[config.mk]
export PLATFORM = sky130hd
export DESIGN_NAME = ntm_vector_divider
export DESIGN_NICKNAME = d
export VERILOG_FILES = /design/src/design/ntm_config_pkg.sv /design/src/design/ntm_state_pkg.sv /design/src/design/lane_if.sv /design/src/design/ntm_scalar_divider.sv /design/src/design/ntm_vector_dispatcher.sv /design/src/design/ntm_vector_collector.sv /design/src/design/ntm_vector_divider.sv
export SDC_FILE = /design/constraint.sdc
export NUM_CORES = 1
export LEC_CHECK = 0
export BUFFER_PORTS_ARGS = -buffer_cell sky130_fd_sc_hd__buf_4
export CAP_MARGIN = 20
export CORE_ASPECT_RATIO = 1.75
export CORE_UTILIZATION = 62
export CTS_BUF_LIST = sky130_fd_sc_hd__clkbuf_16
export DETAILED_ROUTE_END_ITERATION = 8
export HOLD_SLACK_MARGIN = 0.06
export PLACE_DENSITY = 0.79
export SYNTH_ARGS = -nofsm -noshare
export SYNTH_HDL_FRONTEND = slang
export SYNTH_SLANG_ARGS = --single-unit
[constraint.sdc]
create_clock -name CLK -period 6.82 [get_ports CLK]
set_input_delay 0.682 -clock CLK [delete_from_list [all_inputs] [get_ports CLK]]
set_output_delay 0.682 -clock CLK [all_outputs]
set_load 0.05 [all_outputs]
[src/design/ntm_config_pkg.sv]
// Default operand width, element counter width and lane count for the vector divider

package ntm_config_pkg;

  ////////////////////////////////////////////////////////////////////////////
  // Datapath widths
  ////////////////////////////////////////////////////////////////////////////

  // Operand, modulus and result width
  localparam int DEFAULT_DATA_SIZE = 16;

  // Element counter width, bounds the job length
  localparam int DEFAULT_INDEX_SIZE = 8;

  ////////////////////////////////////////////////////////////////////////////
  // Parallelism
  ////////////////////////////////////////////////////////////////////////////

  // Scalar divider lanes behind the dispatcher
  // Elements in flight at most equals this
  localparam int DEFAULT_LANES = 4;

endpackage

[src/design/ntm_state_pkg.sv]
// State encodings for the dispatcher, collector and scalar divider FSMs

package ntm_state_pkg;

  ////////////////////////////////////////////////////////////////////////////
  // Dispatcher
  ////////////////////////////////////////////////////////////////////////////

  // Waiting for start, collecting a pair, holding a pair for its lane
  typedef enum logic [1:0] {
    DISP_IDLE,
    DISP_INPUT,
    DISP_ISSUE
  } dispatcher_state_e;

  ////////////////////////////////////////////////////////////////////////////
  // Collector
  ////////////////////////////////////////////////////////////////////////////

  // Idle between jobs, draining lanes in order
  typedef enum logic [0:0] {
    COLL_IDLE,
    COLL_DRAIN
  } collector_state_e;

  ////////////////////////////////////////////////////////////////////////////
  // Scalar divider lane
  ////////////////////////////////////////////////////////////////////////////

  // Quotient steps, modulo steps, result held for the collector
  typedef enum logic [1:0] {
    DIV_IDLE,
    DIV_DIVIDE,
    DIV_REDUCE,
    DIV_DONE
  } divider_state_e;

endpackage

[src/design/lane_if.sv]
// Interface between dispatcher, one scalar divider lane and the collector

`timescale 1ns/10ps

interface lane_if #(
  parameter int DATA_SIZE = ntm_config_pkg::DEFAULT_DATA_SIZE
);

  // Request, from the dispatcher
  // Operands only meaningful in the start cycle
  logic                 start;
  logic [DATA_SIZE-1:0] a;
  logic [DATA_SIZE-1:0] b;
  logic [DATA_SIZE-1:0] modulo;

  // Status and result, from the lane
  logic                 busy;
  logic                 done;
  logic [DATA_SIZE-1:0] result;

  // Result consumed, from the collector
  logic                 take;

  // Issue side sees only busy
  modport dispatcher (
    output start, a, b, modulo,
    input  busy
  );

  modport lane (
    input  start, a, b, modulo, take,
    output busy, done, result
  );

  // Drain side
  modport collector (
    input  done, result,
    output take
  );

endinterface

[src/design/ntm_scalar_divider.sv]
// Scalar lane: bit-serial restoring divide of b by a, then serial reduction modulo m

`timescale 1ns/10ps

module ntm_scalar_divider #(
  parameter int DATA_SIZE = ntm_config_pkg::DEFAULT_DATA_SIZE
) (
  input logic   CLK,
  input logic   RST,
  lane_if.lane  lane
);

  import ntm_state_pkg::*;

  // Step counter covers DATA_SIZE steps per phase
  localparam int CNT_W = $clog2(DATA_SIZE + 1);
  localparam logic [CNT_W-1:0] LAST_STEP = CNT_W'(DATA_SIZE - 1);

  ////////////////////////////////////////////////////////////////////////////
  // Signals
  ////////////////////////////////////////////////////////////////////////////

  divider_state_e state;
  logic [CNT_W-1:0] step_cnt;
  logic busy;
  logic done;

  // Operands latched at start
  logic [DATA_SIZE-1:0] divisor;
  logic [DATA_SIZE-1:0] modulus;

  // Quotient shifts in from the right while the dividend shifts out
  logic [DATA_SIZE-1:0] quo;
  logic [DATA_SIZE-1:0] rem;

  // Modulus aligned to the current reduction bit
  logic [2*DATA_SIZE-1:0] mod_shift;

  logic [DATA_SIZE-1:0] result;

  // Trial subtraction
  logic [DATA_SIZE:0]   rem_shift;
  logic [DATA_SIZE+1:0] diff;

  ////////////////////////////////////////////////////////////////////////////
  // Control
  ////////////////////////////////////////////////////////////////////////////

  // start -> done takes 2*DATA_SIZE+2 cycles
  // One load edge, DATA_SIZE divide edges, DATA_SIZE reduce edges, one output edge
  always_ff @(posedge CLK or posedge RST) begin
    if (RST) begin
      state    <= DIV_IDLE;
      step_cnt <= '0;
      busy     <= 1'b0;
      done     <= 1'b0;
    end else begin
      case (state)
        DIV_IDLE: begin
          if (lane.start) begin
            busy     <= 1'b1;
            step_cnt <= '0;
            state    <= DIV_DIVIDE;
          end
        end
        DIV_DIVIDE, DIV_REDUCE: begin
          if (step_cnt == LAST_STEP) begin
            step_cnt <= '0;
            state    <= (state == DIV_DIVIDE) ? DIV_REDUCE : DIV_DONE;
          end else begin
            step_cnt <= step_cnt + 1'b1;
          end
        end
        DIV_DONE: begin
          // First DONE cycle registers the result
          if (!done) begin
            done <= 1'b1;
          end else if (lane.take) begin
            done  <= 1'b0;
            busy  <= 1'b0;
            state <= DIV_IDLE;
          end
        end
        default: state <= DIV_IDLE;
      endcase
    end
  end

  ////////////////////////////////////////////////////////////////////////////
  // Datapath
  ////////////////////////////////////////////////////////////////////////////

  always_comb begin
    // Partial remainder shifted left, next dividend bit in
    rem_shift = {rem, quo[DATA_SIZE-1]};
    // Sign bit set means the divisor does not fit
    diff      = {1'b0, rem_shift} - {2'b00, divisor};
  end

  always_ff @(posedge CLK) begin
    case (state)
      DIV_IDLE: begin
        if (lane.start) begin
          divisor <= lane.a;
          modulus <= lane.modulo;
          quo     <= lane.b;
          rem     <= '0;
        end
      end
      DIV_DIVIDE: begin
        // Restore on negative trial
        if (diff[DATA_SIZE+1]) begin
          rem <= rem_shift[DATA_SIZE-1:0];
          quo <= {quo[DATA_SIZE-2:0], 1'b0};
        end else begin
          rem <= diff[DATA_SIZE-1:0];
          quo <= {quo[DATA_SIZE-2:0], 1'b1};
        end
        // m << (DATA_SIZE-1) for the first reduction step
        if (step_cnt == LAST_STEP)
          mod_shift <= {1'b0, modulus, {(DATA_SIZE-1){1'b0}}};
      end
      DIV_REDUCE: begin
        // Subtract m << k when it fits, k counting down
        // A zero modulus subtracts nothing
        if ({{DATA_SIZE{1'b0}}, quo} >= mod_shift)
          quo <= quo - mod_shift[DATA_SIZE-1:0];
        mod_shift <= mod_shift >> 1;
      end
      DIV_DONE: begin
        // Zero divisor leaves an all-ones quotient, forced to zero here
        if (!done)
          result <= (divisor == '0) ? '0 : quo;
      end
      default: ;
    endcase
  end

  assign lane.busy   = busy;
  assign lane.done   = done;
  assign lane.result = result;

endmodule

[src/design/ntm_vector_dispatcher.sv]
// Job control, operand pair capture and round-robin issue to the divider lanes

`timescale 1ns/10ps

module ntm_vector_dispatcher #(
  parameter int DATA_SIZE  = ntm_config_pkg::DEFAULT_DATA_SIZE,
  parameter int INDEX_SIZE = ntm_config_pkg::DEFAULT_INDEX_SIZE,
  parameter int LANES      = ntm_config_pkg::DEFAULT_LANES
) (
  input  logic                  CLK,
  input  logic                  RST,
  input  logic                  start,
  input  logic [INDEX_SIZE-1:0] size_in,
  input  logic [DATA_SIZE-1:0]  modulo_in,
  input  logic [DATA_SIZE-1:0]  data_a_in,
  input  logic                  data_a_in_enable,
  input  logic [DATA_SIZE-1:0]  data_b_in,
  input  logic                  data_b_in_enable,
  output logic                  in_ready,
  output logic                  job_start,
  output logic [INDEX_SIZE-1:0] job_size,
  lane_if.dispatcher            lanes [LANES]
);

  import ntm_state_pkg::*;

  localparam int PTR_W = (LANES > 1) ? $clog2(LANES) : 1;

  dispatcher_state_e state;
  logic [PTR_W-1:0] ptr;
  logic [INDEX_SIZE-1:0] issue_cnt;
  logic [LANES-1:0] start_q;
  logic [LANES-1:0] busy_vec;

  // Pair being collected
  logic have_a;
  logic have_b;
  logic [DATA_SIZE-1:0] hold_a;
  logic [DATA_SIZE-1:0] hold_b;

  // Broadcast to every lane, valid with its start
  logic [DATA_SIZE-1:0] iss_a;
  logic [DATA_SIZE-1:0] iss_b;
  logic [DATA_SIZE-1:0] iss_mod;

  logic lane_blocked;
  logic last_issue;
  logic all_idle;
  logic issue;
  logic take_a;
  logic take_b;
  logic have_a_n;
  logic have_b_n;

  ////////////////////////////////////////////////////////////////////////////
  // Lane fan-out
  ////////////////////////////////////////////////////////////////////////////

  for (genvar i = 0; i < LANES; i++) begin : g_lane
    assign busy_vec[i]     = lanes[i].busy;
    assign lanes[i].start  = start_q[i];
    assign lanes[i].a      = iss_a;
    assign lanes[i].b      = iss_b;
    assign lanes[i].modulo = iss_mod;
  end

  // Target lane still working, or just started and not yet busy
  assign lane_blocked = busy_vec[ptr] | start_q[ptr];
  assign last_issue   = (issue_cnt == job_size - INDEX_SIZE'(1));
  // No job active until every lane has handed back its result
  assign all_idle     = ~(|busy_vec) & ~(|start_q);
  assign issue        = (state == DISP_ISSUE) & ~lane_blocked;

  // Refuse operands while a held pair waits, and after the last pair
  assign in_ready = (state == DISP_INPUT) |
                    ((state == DISP_ISSUE) & ~lane_blocked & ~last_issue);

  assign take_a   = in_ready & data_a_in_enable;
  assign take_b   = in_ready & data_b_in_enable;
  assign have_a_n = take_a | (have_a & ~issue);
  assign have_b_n = take_b | (have_b & ~issue);

  ////////////////////////////////////////////////////////////////////////////
  // Job and issue control
  ////////////////////////////////////////////////////////////////////////////

  always_ff @(posedge CLK or posedge RST) begin
    if (RST) begin
      state     <= DISP_IDLE;
      ptr       <= '0;
      issue_cnt <= '0;
      start_q   <= '0;
      have_a    <= 1'b0;
      have_b    <= 1'b0;
      job_start <= 1'b0;
      job_size  <= '0;
    end else begin
      start_q   <= '0;
      job_start <= 1'b0;
      have_a    <= have_a_n;
      have_b    <= have_b_n;
      case (state)
        DISP_IDLE: begin
          if (start && all_idle) begin
            // Zero-length job runs one element
            job_size  <= (size_in == '0) ? INDEX_SIZE'(1) : size_in;
            issue_cnt <= '0;
            ptr       <= '0;
            job_start <= 1'b1;
            state     <= DISP_INPUT;
          end
        end
        DISP_INPUT: begin
          if (have_a_n && have_b_n)
            state <= DISP_ISSUE;
        end
        DISP_ISSUE: begin
          if (issue) begin
            start_q[ptr] <= 1'b1;
            ptr          <= (ptr == PTR_W'(LANES - 1)) ? '0 : ptr + 1'b1;
            issue_cnt    <= issue_cnt + 1'b1;
            // A fresh pair may complete on the issue edge itself
            if (last_issue)
              state <= DISP_IDLE;
            else if (have_a_n && have_b_n)
              state <= DISP_ISSUE;
            else
              state <= DISP_INPUT;
          end
        end
        default: state <= DISP_IDLE;
      endcase
    end
  end

  // Operand registers
  always_ff @(posedge CLK) begin
    if (take_a)
      hold_a <= data_a_in;
    if (take_b)
      hold_b <= data_b_in;
    // Modulus sampled at issue
    if (issue) begin
      iss_a   <= hold_a;
      iss_b   <= hold_b;
      iss_mod <= modulo_in;
    end
  end

endmodule

[src/design/ntm_vector_collector.sv]
// In-order result draining from the lanes, output enable and job-done pulse

`timescale 1ns/10ps

module ntm_vector_collector #(
  parameter int DATA_SIZE  = ntm_config_pkg::DEFAULT_DATA_SIZE,
  parameter int INDEX_SIZE = ntm_config_pkg::DEFAULT_INDEX_SIZE,
  parameter int LANES      = ntm_config_pkg::DEFAULT_LANES
) (
  input  logic                  CLK,
  input  logic                  RST,
  input  logic                  job_start,
  input  logic [INDEX_SIZE-1:0] job_size,
  lane_if.collector             lanes [LANES],
  output logic [DATA_SIZE-1:0]  data_out,
  output logic                  data_out_enable,
  output logic                  ready
);

  import ntm_state_pkg::*;

  localparam int PTR_W = (LANES > 1) ? $clog2(LANES) : 1;

  collector_state_e state;
  logic [PTR_W-1:0] ptr;
  logic [INDEX_SIZE-1:0] out_cnt;
  logic [LANES-1:0] take_q;

  logic [LANES-1:0] done_vec;
  logic [DATA_SIZE-1:0] result_arr [LANES];

  // Expected lane has a result not yet taken
  logic hit;

  ////////////////////////////////////////////////////////////////////////////
  // Lane fan-in
  ////////////////////////////////////////////////////////////////////////////

  for (genvar i = 0; i < LANES; i++) begin : g_lane
    assign done_vec[i]   = lanes[i].done;
    assign result_arr[i] = lanes[i].result;
    assign lanes[i].take = take_q[i];
  end

  // done stays up during the take cycle, so mask the lane being taken
  assign hit = (state == COLL_DRAIN) & done_vec[ptr] & ~take_q[ptr];

  ////////////////////////////////////////////////////////////////////////////
  // Drain control
  ////////////////////////////////////////////////////////////////////////////

  // Same round-robin order as issue, so results leave in input order
  always_ff @(posedge CLK or posedge RST) begin
    if (RST) begin
      state           <= COLL_IDLE;
      ptr             <= '0;
      out_cnt         <= '0;
      take_q          <= '0;
      data_out_enable <= 1'b0;
      ready           <= 1'b0;
    end else begin
      take_q          <= '0;
      data_out_enable <= 1'b0;
      ready           <= 1'b0;
      case (state)
        COLL_IDLE: begin
          if (job_start) begin
            ptr     <= '0;
            out_cnt <= '0;
            state   <= COLL_DRAIN;
          end
        end
        COLL_DRAIN: begin
          if (hit) begin
            // take and data_out_enable share a cycle
            take_q[ptr]     <= 1'b1;
            data_out_enable <= 1'b1;
            ptr             <= (ptr == PTR_W'(LANES - 1)) ? '0 : ptr + 1'b1;
            out_cnt         <= out_cnt + 1'b1;
            // Last element of the job
            if (out_cnt == job_size - INDEX_SIZE'(1)) begin
              ready <= 1'b1;
              state <= COLL_IDLE;
            end
          end
        end
        default: state <= COLL_IDLE;
      endcase
    end
  end

  // Result register
  always_ff @(posedge CLK) begin
    if (hit)
      data_out <= result_arr[ptr];
  end

endmodule

[src/design/ntm_vector_divider.sv]
// Top level of the vector modular divider: dispatcher, lane array and collector

`timescale 1ns/10ps

module ntm_vector_divider #(
  parameter int DATA_SIZE  = ntm_config_pkg::DEFAULT_DATA_SIZE,
  parameter int INDEX_SIZE = ntm_config_pkg::DEFAULT_INDEX_SIZE,
  parameter int LANES      = ntm_config_pkg::DEFAULT_LANES
) (
  // Global
  input  logic                  CLK,
  input  logic                  RST,

  // Job control
  input  logic                  start,
  input  logic [INDEX_SIZE-1:0] size_in,
  output logic                  ready,

  // Operands
  input  logic [DATA_SIZE-1:0]  modulo_in,
  input  logic [DATA_SIZE-1:0]  data_a_in,
  input  logic                  data_a_in_enable,
  input  logic [DATA_SIZE-1:0]  data_b_in,
  input  logic                  data_b_in_enable,
  output logic                  in_ready,

  // Results, one enable pulse each
  output logic [DATA_SIZE-1:0]  data_out,
  output logic                  data_out_enable
);

  // Job handoff from issue side to drain side
  logic                  job_start;
  logic [INDEX_SIZE-1:0] job_size;

  // One bundle per lane
  lane_if #(.DATA_SIZE(DATA_SIZE)) lanes [LANES] ();

  ////////////////////////////////////////////////////////////////////////////
  // Issue side
  ////////////////////////////////////////////////////////////////////////////

  ntm_vector_dispatcher #(
    .DATA_SIZE  (DATA_SIZE),
    .INDEX_SIZE (INDEX_SIZE),
    .LANES      (LANES)
  ) u_dispatcher (
    .CLK              (CLK),
    .RST              (RST),
    .start            (start),
    .size_in          (size_in),
    .modulo_in        (modulo_in),
    .data_a_in        (data_a_in),
    .data_a_in_enable (data_a_in_enable),
    .data_b_in        (data_b_in),
    .data_b_in_enable (data_b_in_enable),
    .in_ready         (in_ready),
    .job_start        (job_start),
    .job_size         (job_size),
    .lanes            (lanes)
  );

  // Identical scalar lanes
  for (genvar i = 0; i < LANES; i++) begin : g_lane
    ntm_scalar_divider #(
      .DATA_SIZE (DATA_SIZE)
    ) u_scalar_divider (
      .CLK  (CLK),
      .RST  (RST),
      .lane (lanes[i])
    );
  end

  ////////////////////////////////////////////////////////////////////////////
  // Drain side
  ////////////////////////////////////////////////////////////////////////////

  ntm_vector_collector #(
    .DATA_SIZE  (DATA_SIZE),
    .INDEX_SIZE (INDEX_SIZE),
    .LANES      (LANES)
  ) u_collector (
    .CLK             (CLK),
    .RST             (RST),
    .job_start       (job_start),
    .job_size        (job_size),
    .lanes           (lanes),
    .data_out        (data_out),
    .data_out_enable (data_out_enable),
    .ready           (ready)
  );

endmodule

==> metrics.md, run 1 <==
| Metric | Value |
|---|---|
| Status | finished, final reports clean |
| Dpl ws | 3.48 ns |
| Critical path startpoint category | flip-flop |
| Post-synth EDFFs | 540 |
| # rows | 108 |
| Final WS setup | 3.16 ns |
| Synth Net Count | 2764 |
| DR DRC count | 0 |
| Postcts setup bufs | 0 |
| Core Area | 0.0495 sq mm |
| Distinct cell type count after synthesis | 84 |
| Port bufs | 79 |
| Nets | 2860 |
| WL per Instance | 22.9 um |
| Worst slew pin tran | 1.03 ns |
| First-pass GRT wire length | 117 mm |
| Initial antenna violation count | 0 |
| GRT overflow | 0 |
| Top post-synthesis cells by count | edfxtp_1, nor2_1, inv_1, ha_1, nand2_1 |
| Final Max Slew Viols | 0 |
| WL final | 76.4 mm |
| Clock transition at the registers of the reported paths | 0.07 ns |
| Hold Fails Final Rpt | 0 |
| Top cell type by total area after synthesis | edfxtp_1 |
| Final period utilization | 53.7% |
| Peak fanout along the critical path | 5 |
| DP HPWL | 56.0 mm |
| DR pass1 iterations | 6 |
| Total power | 16.4 mW |
| Setup violators final | 0 |
| Worst Skew | 0.0341 ns |
| Vias in the first global route | 21300 |
| Worst Path Required | 6.14 ns |
| IO Count | 80 |
| Starting Density | 62.7% |
| Via count | 20800 |
| CTS tree | yes |
| Seq/Total Area, Yosys | 58.8% |
| Synth Area per Inst | 12.2 sq um |
| GP Congestion | 0.922 |
| CTS Buf Count | 55 |
| Top FF cell, synth | edfxtp_1 |
| Rel. slew slack | 31.1% |
| Post-route insts no fill | 3336 |
| CTS Buffer Depth | 3 |
| Kind of end point of the critical path | output pin |
| Critical-path cell list | inv_1, ha_1, nor3b_1, nand2_1, xor2_1, xor2_1, nand4_1, a21oi_1, inv_1, buf_4 |
| Ant diodes | 0 |
| Leak | 13.3 nW |
| FMAX | 273 MHz |
| Die Y | 298 um |
| Setup TNS | 0 ns |
| Post-CTS Hold Fix Bufs | 0 |
| Number of fill cells | 3485 |
| Critical path's slowest cell | dfrtp_1 |
| Starting DRT DRC Count | 1761 |
| Worst ir drop on vdd | 334 uV |
| Top-count cell post-synth | edfxtp_1 |
| Post-Syn Area | 0.0310 sq mm |
| Post-Syn Instances | 2533 |
| Async SR Flop Fraction | 12.9% |
| Min-delay worst type | input port to async pin |
| Unrepaired setup endpoints after global routing | no |
| Number of nets still failing antenna checks after routing | 0 |
| Layout area overhead | 10.7% |
| Vias/cell | 6.22 |
| Critical path arrival | 2.98 ns |
| Clk sink count | 620 |
| Worst skew pair latency | 0.61 ns |
| Die width | 171 um |
| Die area | 0.0509 sq mm |
| PD cells | 477 mW/mm^2 |
| #FFs+latches synth | 620 |
| YS warnings | 0 |
| Gr usage total | 30.5% |
| Post-synth top area share | 52.3% |
| CP max stage delay | 0.46 ns |
| Main area contributors after synthesis | edfxtp_1, ha_1, dfrtp_1, nor2_1, mux2_2 |
| H-tree depth | 2 |
| Post-CTS Resized | 0 |
| Post-route minimum period | 3.66 ns |
| Critical path type | flip-flop to output pin |
| Placed insts | 3231 |
| CTS root buf | clkbuf_16 |
| Share of cells above drive strength 1 | 11.9% |
| Max Cap Viol | 0 |
| Largest net degree at the start of global routing | 57 |
==> worst paths after layout <==
path                                                            startpoint                                                 end  slack (ns)  cells past startpoint
max in group asynchronous                                              RST  g_lane[0].u_scalar_divider.step_cnt[2]$_DFFE_PP0P_        5.53                      3
min in group CLK                                             data_a_in[11]                   u_dispatcher.hold_a[11]$_DFFE_PP_        0.25                      1
min reg2reg                               u_dispatcher.hold_b[7]$_DFFE_PP_                u_dispatcher.lanes[0].b[7]$_DFFE_PP_        0.42                      0
max reg2reg                g_lane[0].u_scalar_divider.divisor[1]$_DFFE_PP_     g_lane[0].u_scalar_divider.rem[3]$_SDFFCE_PN0P_        3.42                     10
min                                                                    RST                  u_collector.out_cnt[6]$_DFFE_PP0P_        0.13                      2
max                                   u_dispatcher.job_size[0]$_DFFE_PP0P_                                            in_ready        3.16                     10
==> layout make-up <==
class	count	area (sq um)	area share [%]
timing repair buffer	109	838	2.44
tap	660	826	2.41
sequential	620	18200	53.1
multi-input combinational	1657	11800	34.4
clock buffer	56	1400	4.08
clock inverter	48	523	1.52
inverter	186	699	2.04
==> kinds of logic (layout without fill, tap and decap cells) <==
family / after synthesis / count (layout) / synth area share, %
buf+inv: 256 / 399 / 3.20
simple gates: 734 / 734 / 11.7
flops: 620 / 620 / 58.8
fa+ha+maj: 170 / 170 / 7.06
compound gates: 523 / 523 / 11.3
mux: 110 / 110 / 4.51
xor+xnor: 120 / 120 / 3.42
==> flip-flops by register name, summed over array words and instances, names as in the netlist, 8 cells and up <==
name,count
u_collector.data_out,16
g_lane.u_scalar_divider.quo,64
u_dispatcher.hold_b,16
g_lane.u_scalar_divider.mod_shift,124
g_lane.u_scalar_divider.state,8
g_lane.u_scalar_divider.step_cnt,20
u_dispatcher.issue_cnt,8
g_lane.u_scalar_divider.modulus,64
u_dispatcher.job_size,8
g_lane.u_scalar_divider.divisor,64
u_dispatcher.hold_a,16
g_lane.u_scalar_divider.rem,64
u_collector.out_cnt,8
u_dispatcher.lanes.a,16
u_dispatcher.lanes.modulo,16
g_lane.u_scalar_divider.lane.result,64
u_dispatcher.lanes.b,16
==> stage by stage <==
step	utilization [%]	area, sq um	hold WS [ns]
floorplan	-	31000	0.400
global placement	65.4	32400	0.404
detailed placement	65.4	32400	0.405
CTS	69.3	34300	0.122
global route	69.4	34300	0.166
finish	69.4	34300	0.132
==> worst max-delay path: cells and delay by family, from the launching register on <==
| family | cells | cell delay [ns] |
|---|---|---|
| and+or+nand+nor | 3 | 0.66 |
| DFF | 1 | 0.46 |
| xor gates and xnor gates | 2 | 0.45 |
| buffers and inverters | 3 | 0.41 |
| AOI/OAI and AO/OA | 1 | 0.22 |
| adders and majority gates | 1 | 0.18 |
==> routing by layer <==
metal	track usage, %	part of all wire, %	up-vias
met4	23.2	8.7	0
met3	3.37	5.0	294
li1	-	-	9512
met5	0	0	-
met2	54.2	52	838
met1	32.7	34	10100
==> layout by cell type (no fill, tap or decap), types with 22 or more instances in the layout <==
| master | Yosys | final |
|---|---|---|
| clkbuf_16 | 0 | 56 |
| a22oi_1 | 28 | 28 |
| a21oi_1 | 139 | 139 |
| buf_4 | 1 | 108 |
| ha_1 | 162 | 162 |
| o21ai_0 | 106 | 103 |
| nand2b_1 | 22 | 22 |
| xor2_1 | 47 | 47 |
| and2_1 | 104 | 104 |
| xnor2_1 | 72 | 72 |
| o21a_1 | 30 | 30 |
| mux2i_1 | 27 | 27 |
| dfrtp_1 | 80 | 80 |
| a21o_1 | 34 | 34 |
| nor4_1 | 30 | 30 |
| inv_1 | 182 | 184 |
| edfxtp_1 | 540 | 540 |
| mux2_2 | 66 | 66 |
| nor2b_1 | 54 | 54 |
| nor2_1 | 206 | 206 |
| nand2_1 | 152 | 152 |
| nand3_1 | 84 | 84 |
| nor3_1 | 22 | 22 |
==> report_power, final <==
part / leakage [nW] / switching (mW) / total [mW] / internal, mW
clock: 0.935 / 1.46 / 3.30 / 1.83
combinational: 6.30 / 3.99 / 6.69 / 2.70
sequential: 6.09 / 0.850 / 6.38 / 5.53
Note: power is estimated with default switching activity, not from simulation.
==> run 2: changes to the inputs <==
--- a/config.mk
+++ b/config.mk
@@ -8,11 +8,11 @@
 export BUFFER_PORTS_ARGS = -buffer_cell sky130_fd_sc_hd__buf_4
 export CAP_MARGIN = 20
 export CORE_ASPECT_RATIO = 1.75
-export CORE_UTILIZATION = 62
+export CORE_UTILIZATION = 57
 export CTS_BUF_LIST = sky130_fd_sc_hd__clkbuf_16
 export DETAILED_ROUTE_END_ITERATION = 8
 export HOLD_SLACK_MARGIN = 0.06
-export PLACE_DENSITY = 0.79
+export PLACE_DENSITY = 0.77
 export SYNTH_ARGS = -nofsm -noshare
 export SYNTH_HDL_FRONTEND = slang
 export SYNTH_SLANG_ARGS = --single-unit
==> constraint.sdc (replaced) <==
create_clock -name CLK -period 3.1 [get_ports CLK]
set_input_delay 0.31 -clock CLK [delete_from_list [all_inputs] [get_ports CLK]]
set_output_delay 0.31 -clock CLK [all_outputs]
set_load 0.05 [all_outputs]
==> run 2 against run 1 <==
Core utilization shrank 3.3 points. Highest routed layer unchanged. Non-clock buffer count grew 115. Wire length grew 4.0%. Via count grew 1.6%. Register-to-register slack lost 3.4 ns. Hold slack lost 0.035 ns. Sequential power grew 120%. Global-route usage shrank 1.6 points. Combinational power grew 140%. Critical endpoint unchanged. Clock power grew 110%. Cell count grew 4.1%.
==> metrics.md, run 2 (synthesized netlist as in run 1, its figures left out) <==
| Metric | Value |
|---|---|
| Status | finished, final reports clean (unchanged) |
| Worst Path Required | 2.79 ns (was 6.14 ns) |
| First-pass GRT wire length | 119 mm (was 117 mm) |
| Worst slew pin tran | 0.836 ns (was 1.03 ns) |
| Comb pwr share | 43.3% (was 40.9%) |
| # rows | 112 (was 108) |
| Clock transition at the registers of the reported paths | 0.07 ns (about the same) |
| Max Cap Viol | 0 (unchanged) |
| Clk sink count | 620 (unchanged) |
| WL per Instance | 22.9 um (about the same) |
| PD cells | 1030 mW/mm^2 (was 477 mW/mm^2) |
| Vias in the first global route | 21700 (was 21300) |
| Peak fanout along the critical path | 5 (unchanged) |
| Commonest non-fill, non-tap cell in the layout | edfxtp_1 (unchanged) |
| Final core occ | 66.1% (was 69.4%) |
| CTS root buf | clkbuf_16 (unchanged) |
| WL final | 79.4 mm (was 76.4 mm) |
| Core Area | 0.0535 sq mm (was 0.0495 sq mm) |
| Critical path arrival | 2.76 ns (was 2.98 ns) |
| Starting Density | 57.9% (was 62.7%) |
| Die area | 0.0553 sq mm (was 0.0509 sq mm) |
| Number of flip-flops in the largest register | 124 (unchanged) |
| FMAX | 326 MHz |
| Most frequent cells in the layout | edfxtp_1, nor2_1, inv_1 (unchanged) |
| Initial antenna violation count | 1 (was 0) |
| GP Congestion | 1.00 (was 0.922) |
| Min-delay worst type | input port to flip-flop (was input port to async pin) |
| CTS Buf Count | 55 (unchanged) |
| Int Power | 22.3 mW (was 10.1 mW) |
| H-tree depth | 2 (unchanged) |
| Largest register by flop count | g_lane.u_scalar_divider.mod_shift (unchanged) |
| Worst Skew | 0.0272 ns (was 0.0341 ns) |
| Setup TNS | 0 ns (unchanged) |
| Post-route minimum period | 3.07 ns |
| Share of cells above drive strength 1 | 14.1% (was 11.9%) |
| Worst ir drop on vdd | 642 uV (was 334 uV) |
| Number of nets still failing antenna checks after routing | 0 (unchanged) |
| Hold Fails Final Rpt | 0 (unchanged) |
| CTS Buffer Depth | 3 (unchanged) |
| Ant diodes | 0 (unchanged) |
| P_sw | 14.2 mW (was 6.30 mW) |
| DR pass1 iterations | 8 (was 6) |
| Final Max Slew Viols | 0 (unchanged) |
| Final period utilization | 99.0% |
| Portion of total power attributed to sequential cells | 38.0% (was 39.0%) |
| Finished layout cell area | 0.0354 sq mm (was 0.0343 sq mm) |
| GRT overflow | 0 (unchanged) |
| Port bufs | 79 (unchanged) |
| Clock share of power | 18.6% (was 20.1%) |
| Starting DRT DRC Count | 1565 (was 1761) |
| Die width | 178 um (was 171 um) |
| Critical path type | flip-flop to output pin (unchanged) |
| Sw Ratio | 39.0% (was 38.5%) |
| DP HPWL | 58.3 mm (was 56.0 mm) |
| Largest net degree at the start of global routing | 44 (was 57) |
| Via count | 21100 (was 20800) |
| Setup violators final | 0 (unchanged) |
| Vias/cell | 6.08 (was 6.22) |
| Worst skew pair latency | 0.61 ns (about the same) |
| Rel. slew slack | 44.1% (was 31.1%) |
| Layout area overhead | 14.2% (was 10.7%) |
| Unrepaired setup endpoints after global routing | yes (was no) |
| Gr usage total | 28.9% (was 30.5%) |
| Nets | 2975 (was 2860) |
| DR DRC count | 0 (unchanged) |
| IO Count | 80 (unchanged) |
| Placement Cell Area | 0.0328 sq mm (was 0.0324 sq mm) |
| CTS tree | yes (unchanged) |
| Leak | 13.9 nW (was 13.3 nW) |
| Kind of end point of the critical path | output pin (unchanged) |
| Die Y | 310 um (was 298 um) |
| Critical path startpoint category | flip-flop (unchanged) |
run 2: cell count changes in the layout (fill, tap and decap cells not counted), moves of 4 or more:
cell	delta
a21oi_2	+6
clkinvlp_4	-5
buf_4	+54
dlygate4sd3_1	+57
bufinv_16	-6
xnor2_2	+4
a21oi_1	-6
xnor2_1	-4
run 2: power groups by stage:
stage | sequential, mW | clock [mW] | combinational [mW]
6_report | 13.9 | 6.81 | 15.8
3_3_place_gp | 13.9 | 0 | 14.7
5_1_grt | 14.0 | 7.16 | 17.2
3_5_place_dp | 14.0 | 0 | 15.2
4_1_cts | 13.9 | 6.88 | 15.5
2_1_floorplan | 13.6 | 0 | 10.9
run 2: repair_timing:
item | 4_1_cts | 5_1_grt
setup endpoints to repair | 17 | 86
endpoints found under the hold margin | 79 | 0
setup buffers | 2 | 4
gates resized for setup | 10 | 18
cloned | 0 | 1
hold buffers | 57 | 0
pin swaps | 2 | 8
run 2: critical path: stages (launching register included):
cell and delay (ns):
dfrtp_2 0.44, inv_1 0.09, ha_2 0.22, nor3b_4 0.25, xnor2_2 0.17, xnor2_1 0.11
nor3_1 0.22, nand4_1 0.19, a21oi_2 0.18, inv_1 0.08, buf_4 0.19
run 2: worst paths after layout:
kind | startpoint | to | slack (ns) | cells past startpoint
min in group asynchronous | RST | u_collector.ptr[0]$_DFFE_PP0P_ | 0.24 | 3
max in group asynchronous | RST | g_lane[3].u_scalar_divider.step_cnt[2]$_DFFE_PP0P_ | 2.08 | 4
worst max register to register | g_lane[1].u_scalar_divider.quo[0]$_DFFE_PP_ | g_lane[1].u_scalar_divider.quo[5]$_DFFE_PP_ | 0.05 | 13
worst max-delay path | u_dispatcher.job_size[0]$_DFFE_PP0P_ | in_ready | 0.03 | 10
worst min-delay path | data_a_in_enable | u_dispatcher.state[1]$_DFFE_PP0P_ | 0.1 | 4
worst min register to register | u_dispatcher.hold_b[0]$_DFFE_PP_ | u_dispatcher.lanes[0].b[0]$_DFFE_PP_ | 0.42 | 0
run 2: per-layer routing:
| metal | share of wire [%] | vias to the layer above | GRT usage [%] |
|---|---|---|---|
| met5 | 0 | - | 0 |
| li1 | - | 9730 | - |
| met3 | 4.3 | 284 | 3.02 |
| met4 | 7.8 | 0 | 20.1 |
| met2 | 53 | 750 | 54.0 |
| met1 | 35 | 10300 | 29.7 |
run 2: area by class of cell:
type | instances | area [sq um]
Clock buffer | 57 | 1430
Clock inverter | 45 | 354
Fill cell | 3846 | 18100
Inverter | 186 | 699
Multi-Input combinational cell | 1657 | 11900
Sequential cell | 620 | 18200
Tap cell | 684 | 856
Timing Repair Buffer | 224 | 1900
run 2: metrics by stage:
step / hold slack [ns] / cells / power, mW / setup WS, ns
after global routing: 0.130 / 3473 / 38.4 / -0.0754
final: 0.0970 / 3473 / 36.5 / 0.0318
after global placement: 0.322 / 3307 / 28.6 / -0.170
after floorplan: 0.400 / 2533 / 24.5 / 0.0263
after CTS: 0.0773 / 3468 / 36.2 / 0.00296
after detailed placement: 0.329 / 3307 / 29.2 / -0.244
